--- src/host_link_pkg.sv ---
package host_link_pkg;

  // link frame geometry
  localparam int FRAME_BITS = 17;  // start bit + command + argument
  localparam int BYTE_BITS  = 8;
  localparam int WORD_BITS  = 16;
  localparam int ADDR_BITS  = 24;

  typedef logic [BYTE_BITS-1:0] byte_t;  // command, argument, reply byte
  typedef logic [WORD_BITS-1:0] word_t;  // memory data word
  typedef logic [ADDR_BITS-1:0] mem_addr_t;  // addr2:addr1:addr0

  // received frame, rx to exec
  typedef struct packed {
    byte_t cmd;
    byte_t arg;
  } link_frame_t;

  // reply frame, exec to tx; byte0 goes out first
  typedef struct packed {
    byte_t byte1;
    byte_t byte0;
  } reply_t;

  // command half of the memory port
  typedef struct packed {
    logic      write;  // 1 write, 0 read
    mem_addr_t addr;
    word_t     wdata;
  } mem_req_t;

  // parameter register loads
  localparam byte_t CMD_SET_DATA0 = 8'h10;
  localparam byte_t CMD_SET_DATA1 = 8'h11;
  localparam byte_t CMD_SET_ADDR0 = 8'h12;
  localparam byte_t CMD_SET_ADDR1 = 8'h13;
  localparam byte_t CMD_SET_ADDR2 = 8'h14;

  // link test
  localparam byte_t CMD_ECHO      = 8'h30;

  // single word memory access
  localparam byte_t CMD_MEM_WRITE = 8'hA0;
  localparam byte_t CMD_MEM_READ  = 8'hA1;

  localparam byte_t ECHO_TAG      = 8'h12;  // first byte of an echo reply

endpackage

--- src/link_rx.sv ---
module link_rx #(
  parameter int SYNC_STAGES = 2
) (
  input  logic                      sys_clk,
  input  logic                      sys_rst_n,
  input  logic                      link_in,
  input  logic                      link_strobe,
  output logic                      frame_valid,
  output host_link_pkg::link_frame_t frame
);

  localparam int PAYLOAD_BITS = host_link_pkg::FRAME_BITS - 1;  // cmd + arg
  localparam int BYTE_BITS    = host_link_pkg::BYTE_BITS;
  localparam int CNT_W        = $clog2(PAYLOAD_BITS);

  logic [SYNC_STAGES-1:0]  strobe_sync;
  logic [SYNC_STAGES-1:0]  data_sync;
  logic                    strobe_q;
  logic                    strobe_rise;
  logic                    data_bit;
  logic                    in_frame;  // start bit seen
  logic [CNT_W-1:0]        bit_cnt;
  logic [PAYLOAD_BITS-1:0] shreg;

  // same depth on both chains keeps data aligned with the strobe
  always_ff @(posedge sys_clk or negedge sys_rst_n) begin
    if (!sys_rst_n) begin
      strobe_sync <= '0;
      data_sync   <= '0;
      strobe_q    <= 1'b0;
    end else begin
      strobe_sync <= {strobe_sync[SYNC_STAGES-2:0], link_strobe};
      data_sync   <= {data_sync[SYNC_STAGES-2:0], link_in};
      strobe_q    <= strobe_sync[SYNC_STAGES-1];
    end
  end

  assign strobe_rise = strobe_sync[SYNC_STAGES-1] & ~strobe_q;
  assign data_bit    = data_sync[SYNC_STAGES-1];

  always_ff @(posedge sys_clk or negedge sys_rst_n) begin
    if (!sys_rst_n) begin
      in_frame    <= 1'b0;
      bit_cnt     <= '0;
      frame_valid <= 1'b0;
    end else begin
      frame_valid <= 1'b0;
      if (strobe_rise) begin
        if (!in_frame) begin
          in_frame <= data_bit;  // wait for a 1 start bit
          bit_cnt  <= '0;
        end else if (bit_cnt == CNT_W'(PAYLOAD_BITS - 1)) begin
          in_frame    <= 1'b0;
          frame_valid <= 1'b1;  // 16th bit is in
        end else begin
          bit_cnt <= bit_cnt + 1'b1;
        end
      end
    end
  end

  // lsb first, so the first bit ends up at bit 0
  always_ff @(posedge sys_clk) begin
    if (strobe_rise && in_frame) begin
      shreg <= {data_bit, shreg[PAYLOAD_BITS-1:1]};
    end
  end

  assign frame.cmd = shreg[BYTE_BITS-1:0];
  assign frame.arg = shreg[PAYLOAD_BITS-1:BYTE_BITS];

  // a frame is at least 16 strobe periods long, so the pulse stays single
  a_valid_single: assert property (@(posedge sys_clk) disable iff (!sys_rst_n)
    frame_valid |=> !frame_valid);

endmodule

--- src/cmd_exec.sv ---
module cmd_exec (
  input  logic                       sys_clk,
  input  logic                       sys_rst_n,
  input  logic                       frame_valid,
  input  host_link_pkg::link_frame_t frame,
  input  logic                       tx_busy,
  output logic                       reply_valid,
  output host_link_pkg::reply_t      reply,
  output logic                       mem_req,
  output host_link_pkg::mem_req_t    mem_cmd,
  input  logic                       mem_ack,
  input  host_link_pkg::word_t       mem_rdata,
  output logic                       busy
);

  typedef enum logic [2:0] {
    ST_IDLE,
    ST_EXEC,     // decode latched command
    ST_MEM_ACK,  // request up, waiting for ack
    ST_MEM_END,  // request down, waiting for ack to drop
    ST_REPLY     // reply held until tx is free
  } state_t;

  state_t                     state;
  host_link_pkg::link_frame_t frame_q;
  host_link_pkg::byte_t       data0;
  host_link_pkg::byte_t       data1;
  host_link_pkg::byte_t       addr0;
  host_link_pkg::byte_t       addr1;
  host_link_pkg::byte_t       addr2;

  assign busy = (state != ST_IDLE);

  always_ff @(posedge sys_clk or negedge sys_rst_n) begin
    if (!sys_rst_n) begin
      state       <= ST_IDLE;
      reply_valid <= 1'b0;
      mem_req     <= 1'b0;
      data0       <= '0;
      data1       <= '0;
      addr0       <= '0;
      addr1       <= '0;
      addr2       <= '0;
    end else begin
      reply_valid <= 1'b0;
      case (state)
        ST_IDLE: begin
          if (frame_valid) begin
            state <= ST_EXEC;  // frames arriving while busy are dropped
          end
        end
        ST_EXEC: begin
          state <= ST_IDLE;
          case (frame_q.cmd)
            host_link_pkg::CMD_SET_DATA0: data0 <= frame_q.arg;
            host_link_pkg::CMD_SET_DATA1: data1 <= frame_q.arg;
            host_link_pkg::CMD_SET_ADDR0: addr0 <= frame_q.arg;
            host_link_pkg::CMD_SET_ADDR1: addr1 <= frame_q.arg;
            host_link_pkg::CMD_SET_ADDR2: addr2 <= frame_q.arg;
            host_link_pkg::CMD_ECHO: begin
              if (tx_busy) begin
                state <= ST_REPLY;
              end else begin
                reply_valid <= 1'b1;
              end
            end
            host_link_pkg::CMD_MEM_WRITE,
            host_link_pkg::CMD_MEM_READ: begin
              mem_req <= 1'b1;
              state   <= ST_MEM_ACK;
            end
            default: ;  // unknown code, no effect
          endcase
        end
        ST_MEM_ACK: begin
          if (mem_ack) begin
            mem_req <= 1'b0;
            state   <= ST_MEM_END;
          end
        end
        ST_MEM_END: begin
          if (!mem_ack) begin
            if (mem_cmd.write) begin
              state <= ST_IDLE;
            end else if (tx_busy) begin
              state <= ST_REPLY;
            end else begin
              reply_valid <= 1'b1;
              state       <= ST_IDLE;
            end
          end
        end
        ST_REPLY: begin
          if (!tx_busy) begin
            reply_valid <= 1'b1;
            state       <= ST_IDLE;
          end
        end
        default: state <= ST_IDLE;
      endcase
    end
  end

  // payload side
  always_ff @(posedge sys_clk) begin
    if (state == ST_IDLE && frame_valid) begin
      frame_q <= frame;
    end
    if (state == ST_EXEC) begin
      mem_cmd.write <= (frame_q.cmd == host_link_pkg::CMD_MEM_WRITE);
      mem_cmd.addr  <= {addr2, addr1, addr0};
      mem_cmd.wdata <= {data1, data0};
      reply.byte0   <= host_link_pkg::ECHO_TAG;
      reply.byte1   <= frame_q.arg;
    end
    if (state == ST_MEM_ACK && mem_ack) begin
      reply.byte0 <= mem_rdata[7:0];  // low byte goes first
      reply.byte1 <= mem_rdata[15:8];
    end
  end

  a_cmd_stable: assert property (@(posedge sys_clk) disable iff (!sys_rst_n)
    (mem_req && $past(mem_req)) |-> $stable(mem_cmd));

  // tx can only take a reply when idle
  a_reply_idle: assert property (@(posedge sys_clk) disable iff (!sys_rst_n)
    reply_valid |-> !tx_busy);

endmodule

--- src/link_tx.sv ---
module link_tx #(
  parameter int SYNC_STAGES = 2
) (
  input  logic                  sys_clk,
  input  logic                  sys_rst_n,
  input  logic                  link_strobe,
  input  logic                  reply_valid,
  input  host_link_pkg::reply_t reply,
  output logic                  tx_busy,
  output logic                  link_out
);

  localparam int FRAME_BITS = host_link_pkg::FRAME_BITS;
  localparam int CNT_W      = $clog2(FRAME_BITS + 1);  // start, 16 data, stop 0

  logic [SYNC_STAGES-1:0] strobe_sync;
  logic                   strobe_q;
  logic                   strobe_rise;
  logic [CNT_W-1:0]       bit_cnt;
  logic [FRAME_BITS-1:0]  shreg;

  always_ff @(posedge sys_clk or negedge sys_rst_n) begin
    if (!sys_rst_n) begin
      strobe_sync <= '0;
      strobe_q    <= 1'b0;
    end else begin
      strobe_sync <= {strobe_sync[SYNC_STAGES-2:0], link_strobe};
      strobe_q    <= strobe_sync[SYNC_STAGES-1];
    end
  end

  assign strobe_rise = strobe_sync[SYNC_STAGES-1] & ~strobe_q;

  always_ff @(posedge sys_clk or negedge sys_rst_n) begin
    if (!sys_rst_n) begin
      tx_busy  <= 1'b0;
      bit_cnt  <= '0;
      link_out <= 1'b0;
    end else begin
      if (reply_valid && !tx_busy) begin
        tx_busy <= 1'b1;
        bit_cnt <= '0;
      end else if (tx_busy && strobe_rise) begin
        link_out <= shreg[0];
        if (bit_cnt == CNT_W'(FRAME_BITS)) begin
          tx_busy <= 1'b0;  // trailing 0 is on the line
        end else begin
          bit_cnt <= bit_cnt + 1'b1;
        end
      end
    end
  end

  // zeros shift in from the top and form the trailing 0
  always_ff @(posedge sys_clk) begin
    if (reply_valid && !tx_busy) begin
      shreg <= {reply.byte1, reply.byte0, 1'b1};
    end else if (tx_busy && strobe_rise) begin
      shreg <= {1'b0, shreg[FRAME_BITS-1:1]};
    end
  end

endmodule

--- src/host_link_top.sv ---
module host_link_top #(
  parameter int SYNC_STAGES = 2
) (
  input  logic                    sys_clk,
  input  logic                    sys_rst_n,
  input  logic                    link_in,
  input  logic                    link_strobe,
  output logic                    link_out,
  output logic                    busy,
  output logic                    mem_req,
  output host_link_pkg::mem_req_t mem_cmd,
  input  logic                    mem_ack,
  input  host_link_pkg::word_t    mem_rdata
);

  logic                       frame_valid;
  host_link_pkg::link_frame_t frame;
  logic                       reply_valid;
  host_link_pkg::reply_t      reply;
  logic                       tx_busy;

  link_rx #(.SYNC_STAGES(SYNC_STAGES)) rx_i (
    .sys_clk     (sys_clk),
    .sys_rst_n   (sys_rst_n),
    .link_in     (link_in),
    .link_strobe (link_strobe),
    .frame_valid (frame_valid),
    .frame       (frame)
  );

  cmd_exec exec_i (
    .sys_clk     (sys_clk),
    .sys_rst_n   (sys_rst_n),
    .frame_valid (frame_valid),
    .frame       (frame),
    .tx_busy     (tx_busy),
    .reply_valid (reply_valid),
    .reply       (reply),
    .mem_req     (mem_req),
    .mem_cmd     (mem_cmd),
    .mem_ack     (mem_ack),
    .mem_rdata   (mem_rdata),
    .busy        (busy)
  );

  link_tx #(.SYNC_STAGES(SYNC_STAGES)) tx_i (
    .sys_clk     (sys_clk),
    .sys_rst_n   (sys_rst_n),
    .link_strobe (link_strobe),  // same host strobe drives the reply
    .reply_valid (reply_valid),
    .reply       (reply),
    .tx_busy     (tx_busy),
    .link_out    (link_out)
  );

endmodule

--- config.mk ---
export PLATFORM = sky130hd
export DESIGN_NAME = host_link_top
export DESIGN_NICKNAME = d
export VERILOG_FILES = /design/src/host_link_pkg.sv /design/src/link_rx.sv /design/src/cmd_exec.sv /design/src/link_tx.sv /design/src/host_link_top.sv
export SDC_FILE = /design/constraint.sdc
export NUM_CORES = 1
export LEC_CHECK = 0
export BUFFER_PORTS_ARGS = -buffer_cell sky130_fd_sc_hd__buf_4
export CAP_MARGIN = 20
export CORE_UTILIZATION = 40
export CTS_CLUSTER_DIAMETER = 40
export DETAILED_ROUTE_END_ITERATION = 12
export SLEW_MARGIN = 20
export SYNTH_ARGS = -nofsm -noshare
export SYNTH_HDL_FRONTEND = slang
export SYNTH_SLANG_ARGS = --single-unit
--- constraint.sdc ---
create_clock -name sys_clk -period 3.1 [get_ports sys_clk]
set_clock_uncertainty 0.05 [all_clocks]
set_input_delay 0.62 -clock sys_clk [delete_from_list [all_inputs] [get_ports sys_clk]]
set_output_delay 0.62 -clock sys_clk [all_outputs]
set_load 0.02 [all_outputs]
Yosys cells after proc, flatten, opt, wreduce, memory -nomap -nowiden

Index checks and enable logic that the tools add are counted.

Mux-type cells: 33
$add $sub $neg: 2
Reduce and logical (&&, ||, !) cells: 24
Bitwise operators: 5
Equal/unequal tests: 21

Operator list:

| operator                                                               | count |
|---|---|
| 8-bit by 5-bit equality test with 1-bit output (second input constant) | 5 |
| 17-bit 2-to-1 mux                                                      | 2 |
| 16-bit 2-to-1 mux                                                      | 2 |
| 3-bit 2-to-1 mux                                                       | 6 |
| 2-bit AND reduction                                                    | 9 |
| 8-bit equality test (second input constant)                            | 2 |
| 5-bit 2-to-1 mux                                                       | 3 |
| 3-bit one-hot mux with 5 select lines                                  | 1 |
| 1-bit 2-to-1 mux                                                       | 14 |
| 2-bit inequality test (second input constant)                          | 7 |
| 8-bit by 6-bit equality test with 1-bit output (second input constant) | 1 |
| 4-bit 2-to-1 mux                                                       | 2 |
| 2-bit nonzero test                                                     | 4 |
| 3-bit by 2-bit equality test with 1-bit output (second input constant) | 2 |
| 3-bit one-hot mux with 2 select lines                                  | 1 |
| 5-bit by 1-bit adder with 5-bit output (second input constant)         | 1 |
| 5-bit equality test (second input constant)                            | 1 |
| 1-bit logical AND                                                      | 5 |
| 4-bit by 1-bit adder with 4-bit output (second input constant)         | 1 |
| 4-bit equality test (second input constant)                            | 1 |
| 4-bit AND reduction                                                    | 1 |
| 3-bit by 1-bit equality test with 1-bit output (second input constant) | 1 |
| 3-bit equality test (second input constant)                            | 1 |
| 3-bit zero test                                                        | 1 |
| 8 further kinds                                                        | 11 |

Input bits: 21
Output and inout port bits: 44
Logic and storage cells: 114
Bits in registers: 172

Longest topological paths before layout

Word-level depth: 5
Depth in mapped cells: 6
Gate-level depth less buffers: 5

By module

A second synthesis with hierarchy kept.

Cell total of the unflattened synthesis: 347
Area total of the unflattened synthesis: 6343.6 um^2

Modules (own cells, without submodules):

| module   | times used | cells each | area each (um^2) | seq. area each (um^2) |
|---|---|---|---|---|
| cmd_exec | 1          | 219        | 4281.6           | 3318.2 |
| link_tx  | 1          | 74         | 1119.8           | 750.7 |
| link_rx  | 1          | 54         | 942.2            | 755.7 |

Worst setup path before layout

OpenSTA, ideal clock, no wires.

Path type: register to register
From: reg exec_i.state[1]
To: reg exec_i.frame_q[0] (netlist bit), enable pin
Buffers on the path: 1
Slack: 0.878 ns
Clock period less this slack: 2.222 ns
Arrival time: 1.784 ns
Library setup time: 0.389 ns
Cell stages (with the launch flop): 4
Required time: 2.661 ns
Path through: dfrtp_1 clkbuf_1 or3_1 nor2_1

Word-level cells in the longest chain between the ends: 2

Ends and longest elaborated chain:

| what                     | line            | RTL |
|---|---|---|
| start: declaration       | cmd_exec.sv:24  | `state_t state;` |
| start signal: assignment | cmd_exec.sv:36  | `state <= ST_IDLE;` |
| start signal: assignment | cmd_exec.sv:49  | `state <= ST_EXEC;` |
| start signal: assignment | cmd_exec.sv:53  | `state <= ST_IDLE;` |
| 3-bit zero test          | cmd_exec.sv:106 | `if (state == ST_IDLE && frame_valid) begin` |
| 1-bit logical AND        | cmd_exec.sv:106 |  |
| end signal: assignment   | cmd_exec.sv:107 | `frame_q <= frame;` |
| end: declaration         | cmd_exec.sv:25  | `host_link_pkg::link_frame_t frame_q;` |

Every way passes these cells.
A chain may end at the register's enable or synchronous reset.

Worst setup path in the final report

From: reg exec_i.state[0]
To: reg exec_i.addr0[0]

Word-level cells in the longest chain between the ends: 2

Ends and longest elaborated chain:

| what                                           | line           | RTL |
|---|---|---|
| 3-bit by 1-bit equality test with 1-bit output | cmd_exec.sv:46 | `case (state)` |
| 2-bit AND reduction (no line)                  | n/a            |  |
| end signal: assignment                         | cmd_exec.sv:57 | `host_link_pkg::CMD_SET_ADDR0: addr0 <= frame_q.arg;` |
| end: declaration                               | cmd_exec.sv:28 | `host_link_pkg::byte_t addr0;` |

Every way passes these cells.

==> results.tsv <==
metric	value	unit
achievable-frequency	443	MHz
drt-initial-drc-count	274	
ir_worst_vdd	376	uV
fp.dieH	126	um
path_class	reg2reg	
synth_top_area_share	51.0	%
clock_path_buffers	2	
syn-cell-area	0.00618	mm^2
area_delta_synth_final	21.0	%
drive_gt1_share	36.2	%
hold_class	in2async	
worst_setup_path_end_kind	register	
h-tree-depth	4	
fp.coreArea	0.0151	mm^2
fp.dieW	126	um
startpoint_type	register	
wl	11200	um
dp_hpwl	7240	um
grt_pass1_wl	17700	um
setup_slack	843	ps
synth_cells	347	
yosys.area.top_type	edfxtp_1	
period_minus_slack	2260	ps
via_count	3146	
synth-edff-count	105	
globalplace.congestion	0.749	
rows	45	
worst_pin_slew	851	ps
r2r_cells	3	
place_ws	844	ps
wl_per_cell	17.8	um
rsz0062_at_grt	no	
crit_arrival	2510	ps
utilization	49.4	%
cts_resized	0	
finalHoldWorstSlack	233	ps
dieArea	0.0159	mm^2
cts.sinks	169	
period_share	72.8	%
maxCapViolations	0	
drc_errors	0	
post-cts-setup-buffers	0	
synthTopCellsByArea	edfxtp_1 (51%), dfrtp_1 (26%), mux2_2 (8.9%), a22o_1 (2.4%), and2_1 (1.0%)	
tritoncts	yes	
start_util	40.8	%
ys_seq_area_share	76.9	%
numCtsBuffers	17	
p_leak	3.21	nW
setup_tns	0	ps
io_buffers	64	
finalSetupViolations	0	
yosysWarnings	0	
insertion_delay	420	ps
grt_pass1_vias	3212	
syn_avg_cell_area	17.8	um^2
drtPass1Iterations	4	
grt_max_degree	64	
required	3360	ps
ios	65	
slew_viol_final	0	
antenna_found_initial	1	
cts_root_buffer	clkbuf_16	
status	finished clean	
crit_path_max_fanout	12	
via_per_inst	5.01	
drtAntennaViolNets	0	
synth.distinct_cells	45	
hold_buffers	0	
max-slew-margin-rel	43.2	%
nets	450	
finalHoldViolCount	0	
synthArstFlopShare	37.3	%
ys_seq_elements	169	
power_per_cell_area	668	mW/mm^2
ys.flop_type	edfxtp_1	
grt_use_total	15.2	%
grt_overflow_total	0	
clkTransAtPathRegs	60	ps
syn-num-nets	371	
==> state kept, by name, indices dropped and copies added (netlist names), 2 cells and up <==
signal,flops
exec_i.frame_q,16
rx_i.bit_cnt,4
tx_i.bit_cnt,5
exec_i.addr0,8
exec_i.data0,8
rx_i.shreg,16
exec_i.state,3
exec_i.addr1,8
exec_i.mem_cmd,41
rx_i.data_sync,2
tx_i.shreg,17
exec_i.reply,16
exec_i.addr2,8
exec_i.data1,8
==> worst paths after layout <==
kind	startpoint	to	slack, ps
hold reg to reg	tx_i.strobe_sync[0]$_DFF_PN0_	rx_i.strobe_sync[1]$_DFF_PN0_	310
hold / removal	sys_rst_n	exec_i.addr2[2]$_DFFE_PN0P_	230
setup reg to reg	exec_i.state[0]$_DFFE_PN0P_	exec_i.addr0[0]$_DFFE_PN0P_	840
min in group sys_clk	link_in	rx_i.data_sync[0]$_DFF_PN0_	250
setup / recovery	exec_i.state[0]$_DFFE_PN0P_	exec_i.addr0[0]$_DFFE_PN0P_	840
max in group asynchronous	sys_rst_n	rx_i.in_frame$_DFFE_PN0P_	2180
==> kinds of logic (layout without fill, tap and decap cells) <==
group                      Yosys count  in the layout  synth area share [%]
DFF                                169            169                  76.9
and+or+nand+nor                     67             67                  7.11
muxes                               53             53                  9.58
AOI/OAI and AO/OA                   40             40                  4.78
buffers and inverters               15            107                  1.05
adders and majority gates            3              3                 0.608
other                                0              1                     0
==> stage by stage <==
| stage | power (mW) | std cells | instance area, um^2 |
|---|---|---|---|
| global route | 5.20 | 628 | 7470 |
| floorplan | 2.87 | 347 | 6180 |
| detailed placement | 3.00 | 595 | 6900 |
| finish | 4.99 | 628 | 7470 |
| global placement | 2.97 | 595 | 6900 |
| CTS | 5.04 | 627 | 7470 |
==> layout make-up <==
type | count | area [um^2]
timing repair buffer | 70 | 526
sequential | 169 | 4750
tap | 188 | 235
multi-input combinational | 163 | 1370
clock buffer | 18 | 429
inverter | 5 | 18.8
clock inverter | 14 | 145
antenna | 1 | 2.50
fill | 1260 | 7670
==> cells in the final DEF (no fill, tap or decap), types with 6 or more instances in the layout <==
cell       synthesis  layout
nor2_1             6       6
mux2_2            49      49
a21oi_1            9       9
clkbuf_16          0      17
buf_4              2      70
and2_1            10      10
a22o_1            17      17
nand2_1           12      12
edfxtp_1         105     105
dfrtp_1           63      63
==> cells in the mapped netlist, drive strengths merged, types with 5 or more instances <==
| library cell | count |
|---|---|
| dfrtp | 63 |
| inv | 5 |
| nand2 | 12 |
| o21ai | 5 |
| a22o | 17 |
| nand2b | 5 |
| and2 | 10 |
| edfxtp | 105 |
| clkbuf | 6 |
| a21oi | 9 |
| nor2 | 6 |
| mux2 | 49 |
| nand3 | 6 |
==> critical path, stage by stage (launching register included) <==
cell	delay, ps
dfrtp_1	530
nor3b_2	620
and4b_1	560
mux2_2	390
==> layer usage <==
metal  up-vias  wire [um]  global-route usage [%]
li1       1483          -                       -
met1      1612       5170                    19.6
met2        40       5610                    23.7
met3        11        257                    4.67
met4         0        134                    6.59
met5         -          0                       0
==> where the power goes <==
group	internal, mW	switching [mW]	total, mW
registers	2.53	0.109	2.64
logic	0.141	0.168	0.310
clock network	1.19	0.851	2.04
No activity file was read; power rests on OpenSTA's default activity.
